[src/common/cpu_pkg.sv]
package cpu_pkg;

	// width of a data word and of a byte address
	localparam int word_w = 16;
	// sixteen registers
	localparam int reg_addr_w = 4;
	// word address bits of each memory, 1024 words
	localparam int mem_addr_w = 10;

	// alu operation that computes nothing and writes no flag
	// the decoder sends it for every non-alu instruction
	localparam logic [2:0] alu_nop = 3'b111;

	// values 3 and 7 are reserved and decode as no-operations
	typedef enum logic [3:0] {
		op_add = 4'h0,
		op_sub = 4'h1,
		op_xor = 4'h2,
		op_sll = 4'h4,
		op_sra = 4'h5,
		op_ror = 4'h6,
		op_lw  = 4'h8,
		op_sw  = 4'h9,
		op_llb = 4'ha,
		op_lhb = 4'hb,
		op_b   = 4'hc,
		op_br  = 4'hd,
		op_pcs = 4'he,
		op_hlt = 4'hf
	} opcode_e;

	// branch conditions, checked against the stored flags
	typedef enum logic [2:0] {
		cond_ne     = 3'd0,
		cond_eq     = 3'd1,
		cond_gt     = 3'd2,
		cond_lt     = 3'd3,
		cond_ge     = 3'd4,
		cond_le     = 3'd5,
		cond_ovf    = 3'd6,
		cond_always = 3'd7
	} cond_e;

	// flag write enables use the same bit order
	typedef struct packed {
		logic z;
		logic v;
		logic n;
	} flags_t;

	// alu, memory and pcs format
	typedef struct packed {
		opcode_e opcode;
		logic [reg_addr_w-1:0] rd;
		logic [reg_addr_w-1:0] rs;
		logic [reg_addr_w-1:0] rt;
	} rtype_t;

	// llb and lhb format
	typedef struct packed {
		opcode_e opcode;
		logic [reg_addr_w-1:0] rd;
		logic [7:0] imm8;
	} byte_t;

	// b and br format
	typedef struct packed {
		opcode_e opcode;
		cond_e cond;
		logic [8:0] offset9;
	} branch_t;

	typedef union packed {
		rtype_t rtype;
		byte_t bytes;
		branch_t branch;
	} instr_t;

endpackage

[src/hdl/register_file.sv]
module register_file import cpu_pkg::*; (
	input  logic clk,
	input  logic rst,
	input  logic [reg_addr_w-1:0] src1,
	input  logic [reg_addr_w-1:0] src2,
	input  logic [reg_addr_w-1:0] dst,
	input  logic wen,
	input  logic [word_w-1:0] wdata,
	output logic [word_w-1:0] rdata1,
	output logic [word_w-1:0] rdata2
);

	logic [word_w-1:0] regs [2**reg_addr_w];

	// one write port, all registers clear on reset
	always_ff @(posedge clk) begin
		if (rst) begin
			for (int i = 0; i < 2**reg_addr_w; i++) begin
				regs[i] <= '0;
			end
		end else if (wen) begin
			regs[dst] <= wdata;
		end
	end

	// asynchronous reads
	// a write lands at the edge so the next instruction reads it
	// forwarding wdata here would close a loop through the alu
	// since wdata is built from these same reads in one cycle
	assign rdata1 = regs[src1];
	assign rdata2 = regs[src2];

endmodule

[config.mk]
export PLATFORM = sky130hd
export DESIGN_NAME = register_file
export DESIGN_NICKNAME = d
export VERILOG_FILES = /design/src/common/cpu_pkg.sv /design/src/hdl/register_file.sv
export SDC_FILE = /design/constraint.sdc
export NUM_CORES = 1
export LEC_CHECK = 0
export BUFFER_PORTS_ARGS = -buffer_cell sky130_fd_sc_hd__buf_2
export CORE_MARGIN = 2
export CORE_UTILIZATION = 60
export CTS_CLUSTER_SIZE = 12
export DETAILED_ROUTE_END_ITERATION = 10
export GPL_ROUTABILITY_DRIVEN = 0
export PLACE_DENSITY = 0.81
export SLEW_MARGIN = 5
export SYNTH_ARGS = -nofsm -noshare
export SYNTH_HDL_FRONTEND = slang
export SYNTH_SLANG_ARGS = --single-unit
[constraint.sdc]
create_clock -name clk -period 2.44 [get_ports clk]
set_input_delay 0.366 -clock clk [delete_from_list [all_inputs] [get_ports clk]]
set_output_delay 0.366 -clock clk [all_outputs]
set_load 0.05 [all_outputs]
==> flow_metrics.py <==
metrics = {
    "synth": {
        "synth_top_cell_area_share_pct": 57.3,
        "syn-num-nets": 890,
        "ys_types": 22,
        "ys_ff_latch": 256,
        "synth-main-ff-cell": "edfxtp_1",
        "synthAdderAreaFrac_pct": 0,
        "synth_area_leaders": "edfxtp_1 (57%), mux4_2 (21%), and2_1 (11%)",
        "synth-seq-area-share_pct": 57.3,
        "synth.cell_area_um2": 13400,
        "postSynthCellCount": 859,
        "synth_top_family_by_area": "multiplexers",
        "synth_xor_area_share_pct": 0,
        "synth_edf_count": 256,
        "muxShareOfSynthArea_pct": 21.5,
        "avgSynthCellArea_um2": 15.6,
        "synth.most_common_cell": "edfxtp_1",
        "yosys-top-cells-count": "edfxtp_1 (256), and2_1 (242), mux4_2 (128), a22oi_1 (64), clkbuf_1 (55)",
        "synthArstFlopShare_pct": 0,
        "synthSimpleGateAreaFrac_pct": 15.3,
        "synth_compound_area_share_pct": 3.58,
        "synth.largest_area_cell": "edfxtp_1",
        "yosys_warnings": 0,
    },
    "clock_tree": {
        "cts.clk_slew.worst_paths_ns": 0.06,
        "cts_max_path_buffers": 3,
        "cts.sinks": 256,
        "cts_tree": "built",
        "numCtsBuffers": 28,
        "cts-root-buf": "clkbuf_16",
        "htreeDepth": 1,
        "cts_hold_buf": 0,
    },
    "critical_path": {
        "crit_slowest_cell": "mux4_2",
        "cp.arrival_ns": 2.07,
        "worstPathRequired_ns": 2.07,
        "slowest_delay_ns": 0.48,
        "crit_fanout": 2,
        "crit_chain": "mux4_2 -> a22oi_1 -> nand2_1 -> clkbuf_4",
        "start_kind": "flop",
        "endpoint_kind": "output pin",
        "path_class": "reg -> out",
    },
    "timing": {
        "max_freq_mhz": 410,
        "rsz0062_at_grt": "false",
        "finalMaxSlewViolations": 0,
        "fin_crit_sh_pct": 99.9,
        "timing.setup.tns_ns": 0,
        "slew_headroom_pct": 39.7,
        "setup_viol": 0,
        "worst_slew_pin_slew_ns": 0.904,
        "hold_viol_final": 0,
        "fin_crit_ns": 2.44,
    },
    "route": {
        "drt-initial-drc-count": 939,
        "ant_nets": 0,
        "postRouteWirelength_um": 34600,
        "post_drt_wl_per_cell_um": 28.5,
        "drc": 0,
        "dr_total_vias": 8176,
        "dr.pass1.iters": 5,
        "viasPerCell": 6.73,
    },
    "placed_design": {
        "place_hpwl_um": 21800,
        "io_buffers": 62,
        "place_inst": 1166,
    },
    "die": {
        "pin_count": 63,
        "die_y_um": 154,
        "std_cell_rows": 54,
        "core_area_um2": 21900,
        "die-area_um2": 23600,
        "start_util_pct": 61.3,
        "die_w_um": 154,
    },
    "power_and_ir_drop": {
        "leakagePower_nw": 5.37,
        "powerDensity_nw_per_um2": 698,
        "peakVddDrop_mv": 0.566,
    },
    "cells_and_area": {
        "area.growth.synth_to_final_pct": 13.1,
        "top_register": "regs",
        "instances_no_fill": 1215,
        "largest_reg_flops": 256,
        "reg_top3": "regs x256",
        "drive_gt1_share_pct": 34.4,
        "n_antenna_cell": 0,
        "nNetsFinal": 948,
    },
    "run_status": {
        "run_status": "complete, no violations",
    },
    "grt": {
        "grt_pass1_wl_um": 51800,
        "grt_pass1_vias": 8604,
        "grt_max_degree": 40,
        "antenna_found_initial": 0,
        "grtUsageTotal_pct": 29.7,
        "grt-ovfl-total": 0,
    },
    "run": {
        "cap_violations": 0,
    },
    "hold_path": {
        "hold_class": "in -> reg",
    },
}
==> stage by stage <==
stage / util, % / total power [mW] / hold WS [ns] / instance area (um2) / setup WS (ns)
CTS: 68.9 / 10.6 / 0.300 / 15100 / 0.00620
finish: 69.3 / 10.6 / 0.316 / 15200 / 0.00232
detailed placement: 65.0 / 6.76 / 0.857 / 14200 / 0.0778
global route: 69.3 / 10.9 / 0.327 / 15200 / 0.000729
global placement: 65.0 / 6.72 / 0.848 / 14200 / 0.0557
floorplan: - / 6.27 / 0.564 / 13400 / 0.181
==> where the power goes <==
group | total (mW) | switching [mW] | internal (mW)
registers | 5.22 | 0.128 | 5.10
clock network | 3.88 | 1.64 | 2.23
logic | 1.49 | 0.901 | 0.586
total | 10.6 | 2.67 | 7.91
==> worst paths after layout <==
kind | from | end | slack, ns | cells after the start
worst min-delay path | wdata[0] | regs[9][0] | 0.32 | 2
worst max-delay path | regs[10][6] | rdata2[6] | 0.002 | 4
==> worst max-delay path, delay by kind of cell, from the launching register on <==
family | cells | cell delay (ns)
flops | 1 | 0.40
buf+inv | 1 | 0.24
compound gates | 1 | 0.27
simple gates | 1 | 0.15
mux | 1 | 0.48
==> routing by layer <==
| metal | up-vias | global-route usage [%] | wire (um) |
|---|---|---|---|
| met5 | - | 0 | 0 |
| met1 | 4174 | 39.9 | 12700 |
| met3 | 67 | 6.57 | 3500 |
| met2 | 502 | 49.2 | 17600 |
| li1 | 3433 | - | - |
| met4 | 0 | 9.48 | 802 |
==> area by class of cell <==
| class | instances | area (um2) |
|---|---|---|
| clock buffer | 31 | 733 |
| clock inverter | 17 | 97.6 |
| fill | 1429 | 6720 |
| multi-input combinational | 527 | 5490 |
| sequential | 256 | 7690 |
| tap | 280 | 350 |
| timing repair buffer | 104 | 820 |
==> repair_timing <==
action,CTS,global route
resized for setup,5,14
setup endpoints to repair,5,11
setup buffers,0,0
pin swaps,0,1
gates cloned,0,1
==> cell families after synthesis <==
group | Yosys count
and+or+nand+nor | 335
muxes | 128
DFF | 256
buffers and inverters | 76
AOI/OAI and AO/OA | 64
==> cell usage in the layout, fill, tap and decap left out, drive strengths merged, types with 2 or more instances in the layout <==
| master | instances |
|---|---|
| clkbuf | 35 |
| and2 | 258 |
| nor2 | 14 |
| a22oi | 64 |
| edfxtp | 256 |
| buf | 100 |
| nor3 | 4 |
| nand2b | 2 |
| or2 | 16 |
| nand2 | 33 |
| nand4bb | 2 |
| nor2b | 4 |
| clkinv | 16 |
| mux4 | 128 |
Power figures use the tool's default switching activity.
