===== src/common/cpu_pkg.sv =====
package cpu_pkg;

	// width of a data word and of a byte address
	localparam int word_w = 16;
	// sixteen registers
	localparam int reg_addr_w = 4;
	// word address bits of each memory, 1024 words
	localparam int mem_addr_w = 10;

	// alu operation that computes nothing and writes no flag
	// the decoder sends it for every non-alu instruction
	localparam logic [2:0] alu_nop = 3'b111;

	// values 3 and 7 are reserved and decode as no-operations
	typedef enum logic [3:0] {
		op_add = 4'h0,
		op_sub = 4'h1,
		op_xor = 4'h2,
		op_sll = 4'h4,
		op_sra = 4'h5,
		op_ror = 4'h6,
		op_lw  = 4'h8,
		op_sw  = 4'h9,
		op_llb = 4'ha,
		op_lhb = 4'hb,
		op_b   = 4'hc,
		op_br  = 4'hd,
		op_pcs = 4'he,
		op_hlt = 4'hf
	} opcode_e;

	// branch conditions, checked against the stored flags
	typedef enum logic [2:0] {
		cond_ne     = 3'd0,
		cond_eq     = 3'd1,
		cond_gt     = 3'd2,
		cond_lt     = 3'd3,
		cond_ge     = 3'd4,
		cond_le     = 3'd5,
		cond_ovf    = 3'd6,
		cond_always = 3'd7
	} cond_e;

	// flag write enables use the same bit order
	typedef struct packed {
		logic z;
		logic v;
		logic n;
	} flags_t;

	// alu, memory and pcs format
	typedef struct packed {
		opcode_e opcode;
		logic [reg_addr_w-1:0] rd;
		logic [reg_addr_w-1:0] rs;
		logic [reg_addr_w-1:0] rt;
	} rtype_t;

	// llb and lhb format
	typedef struct packed {
		opcode_e opcode;
		logic [reg_addr_w-1:0] rd;
		logic [7:0] imm8;
	} byte_t;

	// b and br format
	typedef struct packed {
		opcode_e opcode;
		cond_e cond;
		logic [8:0] offset9;
	} branch_t;

	typedef union packed {
		rtype_t rtype;
		byte_t bytes;
		branch_t branch;
	} instr_t;

endpackage


===== src/hdl/control_unit.sv =====
module control_unit import cpu_pkg::*; (
	input  logic clk,
	input  logic rst,
	input  instr_t instr,
	output logic reg_write,
	output logic mem_read,
	output logic mem_write,
	output logic mem_to_reg,
	output logic alu_src_imm,
	output logic [2:0] alu_op,
	output logic top_half,
	output logic is_pcs,
	output logic is_branch,
	output logic is_branch_reg,
	output logic read_rd,
	output logic hlt
);

	// set once hlt has been seen, only rst clears it
	logic halted;

	always_ff @(posedge clk) begin
		if (rst) begin
			halted <= 1'b0;
		end else if (instr.rtype.opcode == op_hlt) begin
			halted <= 1'b1;
		end
	end

	// high in the hlt cycle itself
	assign hlt = halted | (instr.rtype.opcode == op_hlt);

	always_comb begin
		reg_write = 1'b0;
		mem_read = 1'b0;
		mem_write = 1'b0;
		mem_to_reg = 1'b0;
		alu_src_imm = 1'b0;
		alu_op = alu_nop;
		top_half = 1'b0;
		is_pcs = 1'b0;
		is_branch = 1'b0;
		is_branch_reg = 1'b0;
		read_rd = 1'b0;
		// halted core drives nothing, reserved opcodes fall to default
		if (!halted) begin
			case (instr.rtype.opcode)
				op_add, op_sub, op_xor: begin
					reg_write = 1'b1;
					alu_op = instr.rtype.opcode[2:0];
				end
				op_sll, op_sra, op_ror: begin
					reg_write = 1'b1;
					alu_src_imm = 1'b1;
					alu_op = instr.rtype.opcode[2:0];
				end
				op_lw: begin
					reg_write = 1'b1;
					mem_read = 1'b1;
					mem_to_reg = 1'b1;
				end
				op_sw: begin
					mem_write = 1'b1;
					read_rd = 1'b1;
				end
				op_llb: begin
					reg_write = 1'b1;
					read_rd = 1'b1;
				end
				op_lhb: begin
					reg_write = 1'b1;
					read_rd = 1'b1;
					top_half = 1'b1;
				end
				op_b: is_branch = 1'b1;
				op_br: begin
					is_branch_reg = 1'b1;
					read_rd = 1'b1;
				end
				op_pcs: begin
					reg_write = 1'b1;
					is_pcs = 1'b1;
				end
				default: begin
				end
			endcase
		end
	end

	// a halted core holds pc, so the fetched word stays hlt
	assert property (@(posedge clk) disable iff (rst)
		halted |-> instr.rtype.opcode == op_hlt)
		else $error("halted core fetched a word other than hlt");

endmodule


===== config.mk =====
export PLATFORM = sky130hd
export DESIGN_NAME = control_unit
export DESIGN_NICKNAME = d
export VERILOG_FILES = /design/src/common/cpu_pkg.sv /design/src/hdl/control_unit.sv
export SDC_FILE = /design/constraint.sdc
export NUM_CORES = 1
export LEC_CHECK = 0
export ABC_AREA = 0
export BUFFER_PORTS_ARGS = -buffer_cell sky130_fd_sc_hd__buf_4
export CAP_MARGIN = 20
export CORE_AREA = 2 2 39 41
export CTS_BUF_LIST = sky130_fd_sc_hd__clkbuf_4
export CTS_CLUSTER_SIZE = 8
export DETAILED_ROUTE_END_ITERATION = 12
export DIE_AREA = 0 0 41 43
export SYNTH_ARGS = -nofsm -noshare
export SYNTH_HDL_FRONTEND = slang
export SYNTH_SLANG_ARGS = --single-unit
export TNS_END_PERCENT = 5

===== constraint.sdc =====
create_clock -name clk -period 0.9 [get_ports clk]
set_input_delay 0 -clock clk [delete_from_list [all_inputs] [get_ports clk]]
set_output_delay 0 -clock clk [all_outputs]
set_load 0.02 [all_outputs]

==> results of run 1 <==
==> synthesized netlist by cell type <==
library cell  n
buf_4         1
nor3_1        4
a41o_1        1
o21ai_0       1
nand2b_1      2
inv_1         2
nor2b_1       2
a21oi_1       1
mux2i_1       1
o221ai_1      1
nand2_1       3
nor2_1        3
or2_1         1
dfxtp_1       1
or3_4         1
or3_1         1
nor3b_1       1
buf_2         1
==> cell families (layout without fill, tap and decap cells) <==
kind of cell | Yosys count | after routing | share of synthesized area
flops | 1 | 1 | 0.1127
simple gates | 18 | 18 | 0.5564
buf+inv | 4 | 21 | 0.1127
compound gates | 4 | 4 | 0.1619
mux | 1 | 1 | 0.05634
==> worst min-delay path by stage <==
stage,startpoint,to,cells after the start
after floorplan,rst,halted,1
after global placement,rst,halted,2
after detailed placement,rst,halted,2
after CTS,rst,halted,2
after global routing,rst,halted,2
final,rst,halted,2
==> worst max-delay path: cells and delay by family, from the launching register on <==
kind                   cells  cell delay (ns)
DFF                        1             0.35
and+or+nand+nor            1             0.25
buffers and inverters      1             0.16
AOI/OAI and AO/OA          1             0.15
==> timing repair <==
item / 4_1_cts / 5_1_grt
setup endpoints to repair: 6 / 7
hold buffers: 0 / 0
gates resized for setup: 6 / 1
pin swaps: 2 / 0
==> stage by stage <==
step	hold WS [ns]	total power, µW	instances
finish	0.1459	224.2	61
global route	0.1611	240.4	61
CTS	0.1484	224.6	61
detailed placement	0.1581	215.9	61
global placement	0.1576	215.2	61
floorplan	0.07161	143.5	28
==> layout make-up <==
| class | count | area [µm²] |
|---|---|---|
| tap | 16 | 20.02 |
| timing repair buffer | 19 | 142.6 |
| sequential | 1 | 23.77 |
| fill | 163 | 1020 |
| inverter | 2 | 7.507 |
| multi-input combinational | 23 | 170.2 |
==> layer usage <==
metal	vias to the layer above	wire, µm	share of wire
met5	-	0	0
met1	113	236	0.38
met4	0	0	0
met3	0	66	0.11
li1	130	-	-
met2	13	311	0.51
==> placed cells by master, fill, tap and decap left out, types with 2 or more instances in the layout <==
cell,count
nor3_2,2
inv_1,2
nor2_1,3
buf_4,19
nor2b_1,2
nand2_1,3
==> power by group through the flow <==
stage	clock network (µW)	registers, µW	logic (µW)
after floorplan	0	48.9	94.6
after global placement	0	49.4	166
after detailed placement	0	49.6	166
after CTS	0	48.2	176
after global routing	0	48.9	191
final	0	48.3	176
==> flow_metrics.tcl, run 1 <==
set metrics [dict create \
    vias 256 \
    grt_max_degree 10 \
    syn_avg_cell_area_um2 6.345 \
    area_growth_syn_to_layout_pct 104.9 \
    num-nets-final 65 \
    fmax_ghz 1.099 \
    power_density_nw_per_um2 615.7 \
    utilization 0.2631 \
    cap_viol_max_count 0 \
    synth-seq-area-share 0.1127 \
    vdd_ir_drop_max_uv 330.7 \
    report.final.slew_viol_count 0 \
    dieWidth_um 41 \
    clock_skew_ns 0 \
    r2r_slack_ns 0.11 \
    fin_tns_setup_ns -0.009988 \
    place_area_um2 339.1 \
    r2r-end "halted" \
    rsz0062_at_grt "yes" \
    yosys_warnings 0 \
    slowest_stage "dfxtp_4" \
    detail_route.first_pass.iterations 1 \
    worstMarginPinSlew_ns 0.2525 \
    clock_power_share 0 \
    ant_nets 0 \
    rows 14 \
    slew_headroom 0.8316 \
    status "complete, but fails checks" \
    grt_busiest_layer "met2" \
    crit_fanout 8 \
    met3_usage 0 \
    p_leak_uw 0.0001768 \
    drcViolationCount 0 \
    insertedDiodeCount 0 \
    grt_pass1_wl_um 952 \
    ys_top_cells_by_area "dfxtp_1, nor3_1, nand2b_1" \
    synthesis.nets 46 \
    wl_per_cell_um 10.08 \
    grt_overflow_total 0 \
    grt_pass1_vias 224 \
    globalplace.congestion 0.6276 \
    ys_types 18 \
    yosys.area.top_type "dfxtp_1" \
    finalCriticalPeriod_ns 0.9100 \
    critPathLaunch "halted" \
    final_cell_area_um2 364.1 \
    num_io_pins 32 \
    combPwrFrac 0.785 \
    start_util 0.1284 \
    die_h_um 43 \
    gr-usage-met2 0.1188 \
    netlist.area_leader.share 0.1127 \
    largest_reg_flops 1 \
    port_buffers 19 \
    coreArea_um2 1384 \
    die_area_um2 1763 \
    crit_type "register to output pin" \
    worst_slack_ns -0.009988 \
    final-setup-viol-count 1 \
    synth_area_um2 177.7 \
    clock_latency_ns 0 \
    cp_slowest_stage_delay_ns 0.35 \
    syn_inst 28 \
    viasPerCell 4.197 \
    min_period_over_period 1.011 \
    internal_power_uw 124.5 \
    start_kind "register" \
    dp_hpwl_um 515 \
    antenna_found_initial 0 \
    place_ws_ns -0.1017 \
    hold_viol_final 0 \
    p_sw_frac 0.4447 \
    required_ns 0.90 \
    drtIter0Drc 0 \
    r2r_cells 2 \
    crit_path_end_kind "output pin" \
    drive_gt1_frac 0.6000 \
    reg_top3 "halted (1)" \
    min_path_type "input pin to register" \
    drt-total-wl_um 615 \
    power_switching_uw 99.70 \
    crit_arrival_ns 0.91 \
    violations "setup timing" \
    path_cells "or2_4, o221ai_2, buf_4" \
    seqPwrFrac 0.215 \
    path_clk_slew_ns 0 \
    regMostFlops "halted" \
    postCtsSetupRepairBufs 0 \
    gr-usage-met1 0.1083 \
    r2r_start "halted" \
    grtUsageTotal 0.07207 \
    synth_seq_cells 1 \
    crit_end "reg_write" \
]
No activity file was read; power rests on OpenSTA's default activity.
==> inputs of run 2 (changes only) <==
ABC_AREA = 1   (was 0)
==> flow_metrics.tcl, run 2 <==
set metrics [dict create \
    status "completed" \
    grt_max_degree 6 \
    crit_fanout 4 \
    synth_seq_cells 1 \
    num-nets-final 77 \
    port_buffers 19 \
    dieWidth_um 41 \
    wl_per_cell_um 7.945 \
    ant_nets 0 \
    insertedDiodeCount 0 \
    r2r_slack_ns 0.16 \
    ys_top_cells_by_area "nand2_1, nor2_1, dfxtp_1" \
    vdd_ir_drop_max_uv 271.3 \
    antenna_found_initial 0 \
    drtIter0Drc 3 \
    crit_end "alu_src_imm" \
    post_cts_resized 0 \
    grt_overflow_total 0 \
    path_cells "nor2_1, nand2_1, nor2_1, buf_4" \
    rsz0062_at_grt "no" \
    holdBufCountCts 0 \
    place_area_um2 357.8 \
    fmax_ghz 1.193 \
    globalplace.congestion 0.7270 \
    final-setup-viol-count 0 \
    r2r-end "halted" \
    drive_gt1_frac 0.5263 \
    crit_buf_inv 1 \
    num_io_pins 32 \
    finalCriticalPeriod_ns 0.8383 \
    cap_viol_max_count 0 \
    yosys.area_share.adder 0 \
    die_area_um2 1763 \
    clock_power_share 0 \
    drcViolationCount 0 \
    regMostFlops "halted" \
    die_h_um 43 \
    synth-edff-count 0 \
    yosys_warnings 0 \
    p_sw_frac 0.4659 \
    grt_pass1_vias 248 \
    final_cell_area_um2 357.8 \
    path_common_cell "nor2_1" \
    crit_type "register to output pin" \
    muxShareOfSynthArea 0 \
    crit_path_end_kind "output pin" \
    grtUsageTotal 0.06900 \
    cpLargestDelayFamily "simple AND/OR/NAND/NOR gates" \
    area_growth_syn_to_layout_pct 90.67 \
    async_flop_share 0 \
    worst-path-stages 4 \
    p_leak_uw 0.0002057 \
    syn_inst 38 \
    min_period_over_period 0.9314 \
    start_kind "register" \
    power_density_nw_per_um2 616.6 \
    ys_types 12 \
    dp_hpwl_um 538.4 \
    syn_avg_cell_area_um2 4.939 \
    detail_route.first_pass.iterations 2 \
    crit_arrival_ns 0.84 \
    drt-total-wl_um 580 \
    report.final.slew_viol_count 0 \
    clock_latency_ns 0 \
    required_ns 0.90 \
    clock_skew_ns 0 \
    vias 288 \
    final_common_cell "buf_4" \
    critPathLaunch "halted" \
    synth-seq-area-share 0.1067 \
    synthesis.nets 56 \
    coreArea_um2 1384 \
    synth_common_cells "nand2_1, nor2_1, inv_1" \
    largest_reg_flops 1 \
    synth_compound_area_frac 0.1000 \
    grt_pass1_wl_um 917 \
    worst_slack_ns 0.06173 \
    r2r_start "halted" \
    path_clk_slew_ns 0 \
    synth_area_um2 187.7 \
    rows 14 \
    reg_top3 "halted (1)" \
    layout_common_cells "buf_4, nand2_1, nor2_1, inv_1" \
    slew_headroom 0.8363 \
    synth_top_family_by_area "simple AND/OR/NAND/NOR gates" \
    hold_viol_final 0 \
    viasPerCell 3.945 \
    fin_tns_setup_ns 0 \
    finalHoldWorstSlack_ns 0.1571 \
    r2r_cells 3 \
    yosys.area.top_type "nand2_1" \
    worstMarginPinSlew_ns 0.2447 \
    combPwrFrac 0.782 \
    power_switching_uw 102.8 \
    min_path_type "input pin to register" \
    seqPwrFrac 0.218 \
    synth-xor-area-share 0 \
    synthSimpleGateAreaFrac 0.6133 \
    internal_power_uw 117.9 \
    cp_slowest_stage_delay_ns 0.30 \
    slowest_stage "dfxtp_1" \
    ys.flop_type "dfxtp_1" \
    start_util 0.1356 \
    yosysMostFrequentCell "nand2_1" \
    postCtsSetupRepairBufs 0 \
    place_ws_ns 0.04487 \
    netlist.area_leader.share 0.2600 \
]
run 2: logic make-up after synthesis:
logic type	Yosys count
buffers and inverters	8
AO/OA/AOI/OAI	3
AND/OR/NAND/NOR	26
flip-flops	1
run 2: layer usage:
metal | routed length [µm] | track usage | part of all wire
met5 | 0 | 0 | 0
met4 | 0 | 0 | 0
met3 | 65 | 0 | 0.11
met2 | 288 | 0.1313 | 0.50
met1 | 226 | 0.08571 | 0.39
run 2: area by class of cell:
class                           instances  area (µm²)
Fill cell                             162        1026
Inverter                                7       26.28
Multi-Input combinational cell         29       141.4
Sequential cell                         1       20.02
Tap cell                               16       20.02
Timing Repair Buffer                   20       150.1
run 2: worst min path at each step:
stage | startpoint | endpoint | slack, ns | depth (start not counted)
2_1_floorplan | instr[12] | is_pcs | 0.05 | 1
3_3_place_gp | rst | halted | 0.16 | 2
3_5_place_dp | rst | halted | 0.16 | 2
4_1_cts | rst | halted | 0.16 | 2
5_1_grt | rst | halted | 0.17 | 2
6_report | rst | halted | 0.16 | 2
run 2: power groups by stage:
| stage | sequential, µW | clock [µW] | combinational, µW |
|---|---|---|---|
| 2_1_floorplan | 47.8 | 0 | 96.1 |
| 3_5_place_dp | 48.1 | 0 | 175 |
| 5_1_grt | 48.3 | 0 | 189 |
| 3_3_place_gp | 48.2 | 0 | 173 |
| 6_report | 48.1 | 0 | 173 |
| 4_1_cts | 48.1 | 0 | 176 |
run 2: metrics by stage:
| step | util | std cells | power [µW] |
|---|---|---|---|
| after floorplan | - | 38 | 143.9 |
| after detailed placement | 0.2586 | 73 | 223.1 |
| after global routing | 0.2586 | 73 | 237.7 |
| after CTS | 0.2586 | 73 | 223.7 |
| after global placement | 0.2586 | 73 | 221.2 |
| final | 0.2586 | 73 | 220.6 |
