--- config.mk ---
export PLATFORM = sky130hd
export DESIGN_NAME = alu
export DESIGN_NICKNAME = d
export VERILOG_FILES = /design/src/common/cpu_pkg.sv /design/src/alu/alu.sv
export SDC_FILE = /design/constraint.sdc
export NUM_CORES = 1
export LEC_CHECK = 0
export ABC_AREA = 1
export BUFFER_PORTS_ARGS = -buffer_cell sky130_fd_sc_hd__buf_2
export CORE_MARGIN = 5
export CORE_UTILIZATION = 40
export DETAILED_ROUTE_END_ITERATION = 12
export SYNTH_ARGS = -nofsm -noshare
export SYNTH_HDL_FRONTEND = slang
export SYNTH_SLANG_ARGS = --single-unit
--- constraint.sdc ---
create_clock -name vclk -period 4.4
set_input_delay 0.44 -clock vclk [all_inputs]
set_output_delay 0.44 -clock vclk [all_outputs]
set_load 0.1 [all_outputs]
--- src/common/cpu_pkg.sv ---
package cpu_pkg;

	// width of a data word and of a byte address
	localparam int word_w = 16;
	// sixteen registers
	localparam int reg_addr_w = 4;
	// word address bits of each memory, 1024 words
	localparam int mem_addr_w = 10;

	// alu operation that computes nothing and writes no flag
	// the decoder sends it for every non-alu instruction
	localparam logic [2:0] alu_nop = 3'b111;

	// values 3 and 7 are reserved and decode as no-operations
	typedef enum logic [3:0] {
		op_add = 4'h0,
		op_sub = 4'h1,
		op_xor = 4'h2,
		op_sll = 4'h4,
		op_sra = 4'h5,
		op_ror = 4'h6,
		op_lw  = 4'h8,
		op_sw  = 4'h9,
		op_llb = 4'ha,
		op_lhb = 4'hb,
		op_b   = 4'hc,
		op_br  = 4'hd,
		op_pcs = 4'he,
		op_hlt = 4'hf
	} opcode_e;

	// branch conditions, checked against the stored flags
	typedef enum logic [2:0] {
		cond_ne     = 3'd0,
		cond_eq     = 3'd1,
		cond_gt     = 3'd2,
		cond_lt     = 3'd3,
		cond_ge     = 3'd4,
		cond_le     = 3'd5,
		cond_ovf    = 3'd6,
		cond_always = 3'd7
	} cond_e;

	// flag write enables use the same bit order
	typedef struct packed {
		logic z;
		logic v;
		logic n;
	} flags_t;

	// alu, memory and pcs format
	typedef struct packed {
		opcode_e opcode;
		logic [reg_addr_w-1:0] rd;
		logic [reg_addr_w-1:0] rs;
		logic [reg_addr_w-1:0] rt;
	} rtype_t;

	// llb and lhb format
	typedef struct packed {
		opcode_e opcode;
		logic [reg_addr_w-1:0] rd;
		logic [7:0] imm8;
	} byte_t;

	// b and br format
	typedef struct packed {
		opcode_e opcode;
		cond_e cond;
		logic [8:0] offset9;
	} branch_t;

	typedef union packed {
		rtype_t rtype;
		byte_t bytes;
		branch_t branch;
	} instr_t;

endpackage

--- src/alu/alu.sv ---
module alu import cpu_pkg::*; (
	input  logic [word_w-1:0] a,
	input  logic [word_w-1:0] b,
	input  logic [2:0] op,
	output logic [word_w-1:0] result,
	output flags_t flags,
	output logic [2:0] flags_wen
);

	logic [word_w-1:0] sum;
	logic [word_w-1:0] diff;
	logic add_ovf;
	logic sub_ovf;
	// clamp value, follows the sign of a on overflow
	logic [word_w-1:0] sat_val;
	logic [3:0] shamt;
	// two copies of a so a right shift rotates
	logic [2*word_w-1:0] rot;

	assign sum = a + b;
	assign diff = a - b;

	// same-sign operands with a result of the other sign
	assign add_ovf = (a[word_w-1] == b[word_w-1]) && (sum[word_w-1] != a[word_w-1]);
	// subtract overflows only when the operand signs differ
	assign sub_ovf = (a[word_w-1] != b[word_w-1]) && (diff[word_w-1] != a[word_w-1]);

	assign sat_val = a[word_w-1] ? {1'b1, {(word_w-1){1'b0}}} : {1'b0, {(word_w-1){1'b1}}};

	assign shamt = b[3:0];
	assign rot = {a, a} >> shamt;

	always_comb begin
		result = '0;
		flags_wen = 3'b000;
		flags.v = 1'b0;
		case (op)
			// add
			3'b000: begin
				result = add_ovf ? sat_val : sum;
				flags.v = add_ovf;
				flags_wen = 3'b111;
			end
			// sub
			3'b001: begin
				result = sub_ovf ? sat_val : diff;
				flags.v = sub_ovf;
				flags_wen = 3'b111;
			end
			// xor
			3'b010: begin
				result = a ^ b;
				flags_wen = 3'b100;
			end
			// sll
			3'b100: begin
				result = a << shamt;
				flags_wen = 3'b100;
			end
			// sra keeps the sign bit
			3'b101: begin
				result = $signed(a) >>> shamt;
				flags_wen = 3'b100;
			end
			// ror
			3'b110: begin
				result = rot[word_w-1:0];
				flags_wen = 3'b100;
			end
			// alu_nop and reserved codes leave the flags alone
			default: begin
			end
		endcase
		flags.z = (result == '0);
		flags.n = result[word_w-1];
	end

endmodule

==> metrics.cfg, run 1 <==
[status]
outcome=finished clean

[synthesis]
synth_top_cell_area_share=0.293
synth-adder-area-share=0.0987
synthXorXnorAreaFrac=0.0135
netlist-cell-type-count=36
synth.yosys.warnings=0
synth.avg_cell_area_um2=4.84
synth.area.top_cells=sky130_fd_sc_hd__nand2_1 (29%), sky130_fd_sc_hd__nand3_1 (20%), sky130_fd_sc_hd__inv_1 (9.3%)
synth-seq-area-share=0
synthesis.instances=937
net_count_synth=1006
synth.area.mux_share=0
compound_gate_portion_of_the_synthesized_area=0.0824
largest_family_of_logic_cells_by_synthesized_area=simple AND/OR/NAND/NOR gates
yosys.area_share.simple=0.634
synthDominantAreaCellType=sky130_fd_sc_hd__nand2_1
post_synth_instance_area_um2=4540

[floorplan]
die_width_um=117
count_of_pins_on_the_block_boundary=57
die-height_um=117
core.rowCount=38
core-area_um2=11000
start_util=0.413
die_area_um2=13600

[pwr]
netSwitchingFraction=0.677
power_density_nw_per_um2=188
total_power_uw=1040
worst_ir_drop_on_vdd_v=0.000133
power.net_switching_uw=704
share_seq_of_total_power=0
internal_portion_of_total_power_uw=336
power.clock.fraction=0
logic_pwr_share=1.000
leakage_uw=0.00328

[critical_path]
timing.setup.critical_path_class=in -> out
cpMostUsedCell=sky130_fd_sc_hd__nand2_1
endpoint_kind=output port
timing.critical_path.from_type=primary input
worst-endpoint-arrival_ns=3.75
cp_data_required_time_ns=3.96
worstPathMaxFanout=3
crit_path_max_incr_delay_ns=0.54
worst_setup_path_startpoint=b[6]
worst_path_max_delay_cell=sky130_fd_sc_hd__fa_1

[timing]
timing_max_transition_violations_final=0
finalCriticalPeriod_ns=4.19
finalWorstSetupSlack_ns=0.215
totalNegativeSetupSlack_ns=0
maxClockFrequency_mhz=239
slew_headroom=0.595
worst-slew-pin-transition_ns=0.606
setup_viol=0
final_period_utilization=0.951
final_hold_viols=0

[placement]
gpl.final_weighted_congestion=1.06
cell_area_reported_after_detailed_placement_um2=5260
io_buffers=57
dp_slack_ns=0.0616
place_hpwl_um=16300

[global_routing]
antenna_found_initial=0
grt-ovfl-total=0
grt_pass1_vias=5846
wire_length_of_the_first_global_routing_pass_um=30200
grt_use_total=0.285
grt_max_degree=39

[drt]
num_vias=6182
post-route-drc-count=0
wire_per_inst_um=17.3
drtPass1Iterations=5
finalWirelength_um=19600
detail_route.vias_per_cell=5.45
drt.antenna.violating_nets=0
drt-initial-drc-count=734

[cells_and_area]
final_net_count=1066
design_area_um2=5550
layout.area.seq_um2=0
final_cell_mix=sky130_fd_sc_hd__nand2_1 (344), sky130_fd_sc_hd__nand3_1 (177), sky130_fd_sc_hd__inv_1 (113)
design.seq.count=0
number_of_diodes=0
final_layout_size_suffix_gt1_frac=0.199
layout_commonest_cell=sky130_fd_sc_hd__nand2_1
final.clkbuf_count=0
area_delta_synth_final_pct=22.2

[run]
drv_cap=0

[worst_hold_path]
worstHoldStart=op[1]
worstHoldPathType=in -> out

[clocking]
holdBufCountCts=0

==> power by group through the flow <==
stage | clock (uW) | combinational, uW | sequential, uW
3_5_place_dp | 0 | 985 | 0
5_1_grt | 0 | 1120 | 0
3_3_place_gp | 0 | 988 | 0
4_1_cts | 0 | 987 | 0
6_report | 0 | 1040 | 0
2_1_floorplan | 0 | 672 | 0
==> cell usage after synthesis (2+ instances only) <==
| cell | count |
|---|---|
| sky130_fd_sc_hd__a21oi_4 | 2 |
| sky130_fd_sc_hd__o21ai_1 | 3 |
| sky130_fd_sc_hd__buf_2 | 12 |
| sky130_fd_sc_hd__nand4_1 | 15 |
| sky130_fd_sc_hd__nand3_1 | 180 |
| sky130_fd_sc_hd__inv_2 | 13 |
| sky130_fd_sc_hd__o21ai_0 | 9 |
| sky130_fd_sc_hd__inv_1 | 113 |
| sky130_fd_sc_hd__nand3b_1 | 2 |
| sky130_fd_sc_hd__nor2_1 | 66 |
| sky130_fd_sc_hd__ha_1 | 31 |
| sky130_fd_sc_hd__nor2_2 | 8 |
| sky130_fd_sc_hd__and2_1 | 2 |
| sky130_fd_sc_hd__inv_4 | 4 |
| sky130_fd_sc_hd__nand2_2 | 25 |
| sky130_fd_sc_hd__xor2_1 | 7 |
| sky130_fd_sc_hd__o21bai_1 | 2 |
| sky130_fd_sc_hd__buf_6 | 10 |
| sky130_fd_sc_hd__a21oi_2 | 5 |
| sky130_fd_sc_hd__fa_1 | 3 |
| sky130_fd_sc_hd__clkbuf_1 | 11 |
| sky130_fd_sc_hd__nor3_1 | 4 |
| sky130_fd_sc_hd__nand2_1 | 354 |
| sky130_fd_sc_hd__nand2_4 | 2 |
| sky130_fd_sc_hd__a31oi_1 | 2 |
| sky130_fd_sc_hd__a21oi_1 | 34 |
| sky130_fd_sc_hd__buf_4 | 8 |
| sky130_fd_sc_hd__o221ai_1 | 2 |
==> metrics by stage <==
stage	std cells	utilization	hold WS, ns
3_3_place_gp	1128	0.479	1.32
2_1_floorplan	937	-	1.22
6_report	1135	0.505	1.33
4_1_cts	1128	0.479	1.33
5_1_grt	1135	0.505	1.36
3_5_place_dp	1128	0.479	1.33
==> worst max-delay path, delay by kind of cell <==
kind            cells  cell delay, ns
compound gates      2            0.29
simple gates       17            1.67
fa+ha+maj           2            0.81
buf+inv             5            0.52
==> per-layer routing <==
metal  vias up  wire length (um)  track usage
met5         -                 0            0
li1       3079                 -            -
met4         0              1000        0.111
met2       266              9070        0.483
met1      2770              8070        0.372
met3        67              1480       0.0280
==> final timing paths <==
path	endpoint	cells past startpoint	slack [ns]
worst max-delay path	flags[2]	26	0.21
worst min-delay path	flags_wen[1]	3	1.33
==> final cells by class <==
cell class         count  area, um2
fillers             1226       5440
multi-input cells    764       3990
repair buffers       100        882
inverters            131        502
well taps            140        175
==> repair_timing <==
item | 4_1_cts | 5_1_grt
gates resized for setup | 0 | 43
endpoints found under the setup margin | 0 | 3
setup buffers | 0 | 7
==> kinds of logic after synthesis <==
family                     after synthesis
AOI/OAI and AO/OA                       62
xor gates and xnor gates                 7
and+or+nand+nor                        661
adders and majority gates               34
buffers and inverters                  173
Power figures use the tool's default switching activity.
==> inputs of run 2 (changes only) <==
--- a/config.mk
+++ b/config.mk
@@ -8,7 +8,7 @@
 export ABC_AREA = 1
 export BUFFER_PORTS_ARGS = -buffer_cell sky130_fd_sc_hd__buf_2
 export CORE_MARGIN = 5
-export CORE_UTILIZATION = 40
+export CORE_UTILIZATION = 30
 export DETAILED_ROUTE_END_ITERATION = 12
 export SYNTH_ARGS = -nofsm -noshare
 export SYNTH_HDL_FRONTEND = slang
==> metrics.cfg, run 2 (synthesis gave the netlist of run 1 again) <==
[clocking]
holdBufCountCts=0

[critical_path]
crit_path_cell_trace=buf_2 > ha_1 > nand2_2 > nor2_4 > and2_1 > nand2_1 > nand2_1 > nand2_1 > nand2_1 > a21oi_2 > fa_1 > nand2_2 > nor2_4 > inv_1 > nand2_2 > nand2_2 > a31oi_1 > nand2_1 > nor2_1 > nand2_1 > nor2_1 > nand2_1 > nor2_4 > buf_12
timing.critical_path.from_type=primary input
worst-endpoint-arrival_ns=3.77
cp_data_required_time_ns=3.96
worst_path_max_delay_cell=sky130_fd_sc_hd__fa_1
crit_path_max_incr_delay_ns=0.54
cpMostUsedCell=sky130_fd_sc_hd__nand2_1
timing.setup.critical_path_class=in -> out
worstPathMaxFanout=5
endpoint_kind=output port
critical_path.n_buffers_inverters=3
cpLargestDelayFamily=simple AND/OR/NAND/NOR gates

[global_routing]
met3_usage=0.0137
grt_max_degree=39
gr-usage-met1=0.251
grt-busiest-layer=met2
use_met2=0.380
wire_length_of_the_first_global_routing_pass_um=29900
grt_use_total=0.208
grt_pass1_vias=5608
grt-ovfl-total=0
antenna_found_initial=0

[cells_and_area]
final_layout_size_suffix_gt1_frac=0.180
area_delta_synth_final_pct=19.9
final_net_count=1057
final.clkbuf_count=0
layout_commonest_cell=sky130_fd_sc_hd__nand2_1
final_cell_mix=sky130_fd_sc_hd__nand2_1 (347), sky130_fd_sc_hd__nand3_1 (180), sky130_fd_sc_hd__inv_1 (113)
design.seq.count=0
number_of_diodes=0
layout.area.seq_um2=0
design_area_um2=5440

[floorplan]
die_area_um2=17700
core.rowCount=45
start_util=0.302
die_width_um=133
die-height_um=133
count_of_pins_on_the_block_boundary=57
core-area_um2=15000

[timing]
finalCriticalPeriod_ns=4.21
slew_headroom=0.679
worst-slew-pin-transition_ns=0.484
final_hold_viols=0
maxClockFrequency_mhz=237
timing.hold.ws_ns=1.33
timing_max_transition_violations_final=0
setup_viol=0
final_period_utilization=0.958

[drt]
finalWirelength_um=19400
drtPass1Iterations=8
drt-initial-drc-count=624
drt.antenna.violating_nets=0
detail_route.vias_per_cell=5.18
wire_per_inst_um=16.5
num_vias=6078
post-route-drc-count=0

[pwr]
logic_pwr_share=1.000
power_density_nw_per_um2=186
leakage_uw=0.00320
netSwitchingFraction=0.687
internal_portion_of_total_power_uw=316
worst_ir_drop_on_vdd_v=0.0000824
power.clock.fraction=0
power.net_switching_uw=694
share_seq_of_total_power=0

[status]
outcome=finished clean

[placement]
cell_area_reported_after_detailed_placement_um2=5270
place_hpwl_um=16100
gpl.final_weighted_congestion=1.03
io_buffers=57

[worst_hold_path]
worstHoldPathType=in -> out

[run]
drv_cap=0

==> run 2: path summary, 6_finish.rpt <==
kind                  slack, ns  startpoint  depth (start not counted)      endpoint
worst max-delay path       0.19       a[10]                         24      flags[2]
worst min-delay path       1.33       op[1]                          3  flags_wen[1]
==> run 2: power groups by stage <==
| stage | combinational [uW] | sequential (uW) | clock (uW) |
|---|---|---|---|
| after floorplan | 672 | 0 | 0 |
| after global placement | 973 | 0 | 0 |
| after detailed placement | 972 | 0 | 0 |
| after CTS | 975 | 0 | 0 |
| after global routing | 1090 | 0 | 0 |
| final | 1010 | 0 | 0 |
==> run 2: layout make-up <==
cell class | count | area, um2
fillers | 1728 | 9590
inverters | 131 | 502
multi-input cells | 765 | 3920
well taps | 188 | 235
repair buffers | 90 | 788
==> run 2: stage by stage <==
stage / setup TNS [ns] / instances / power, uW / util / setup WS [ns]
detailed placement: -0.0348 / 1169 / 972 / 0.350 / -0.0348
finish: 0 / 1174 / 1010 / 0.362 / 0.186
global route: -0.0379 / 1174 / 1090 / 0.362 / -0.0379
global placement: -0.00343 / 1169 / 973 / 0.350 / -0.00343
CTS: 0 / 1169 / 975 / 0.350 / 0.0372
floorplan: 0 / 937 / 672 / - / 0.00814
==> run 2: what timing repair did <==
action | CTS | global route
gates resized for setup | 1 | 26
setup endpoints to repair | 1 | 3
setup buffers | 0 | 4
gates cloned | 0 | 1
pin swaps | 0 | 4
==> run 2: worst min-delay path: stages <==
cell	delay, ns
sky130_fd_sc_hd__buf_2	0.12
sky130_fd_sc_hd__nor2_1	0.05
sky130_fd_sc_hd__buf_2	0.28
==> run 2: metal layers <==
| metal | share of wire | vias up |
|---|---|---|
| met5 | 0 | - |
| met4 | 0.051 | 0 |
| met3 | 0.065 | 50 |
| met2 | 0.49 | 286 |
| met1 | 0.39 | 2673 |
| li1 | - | 3069 |
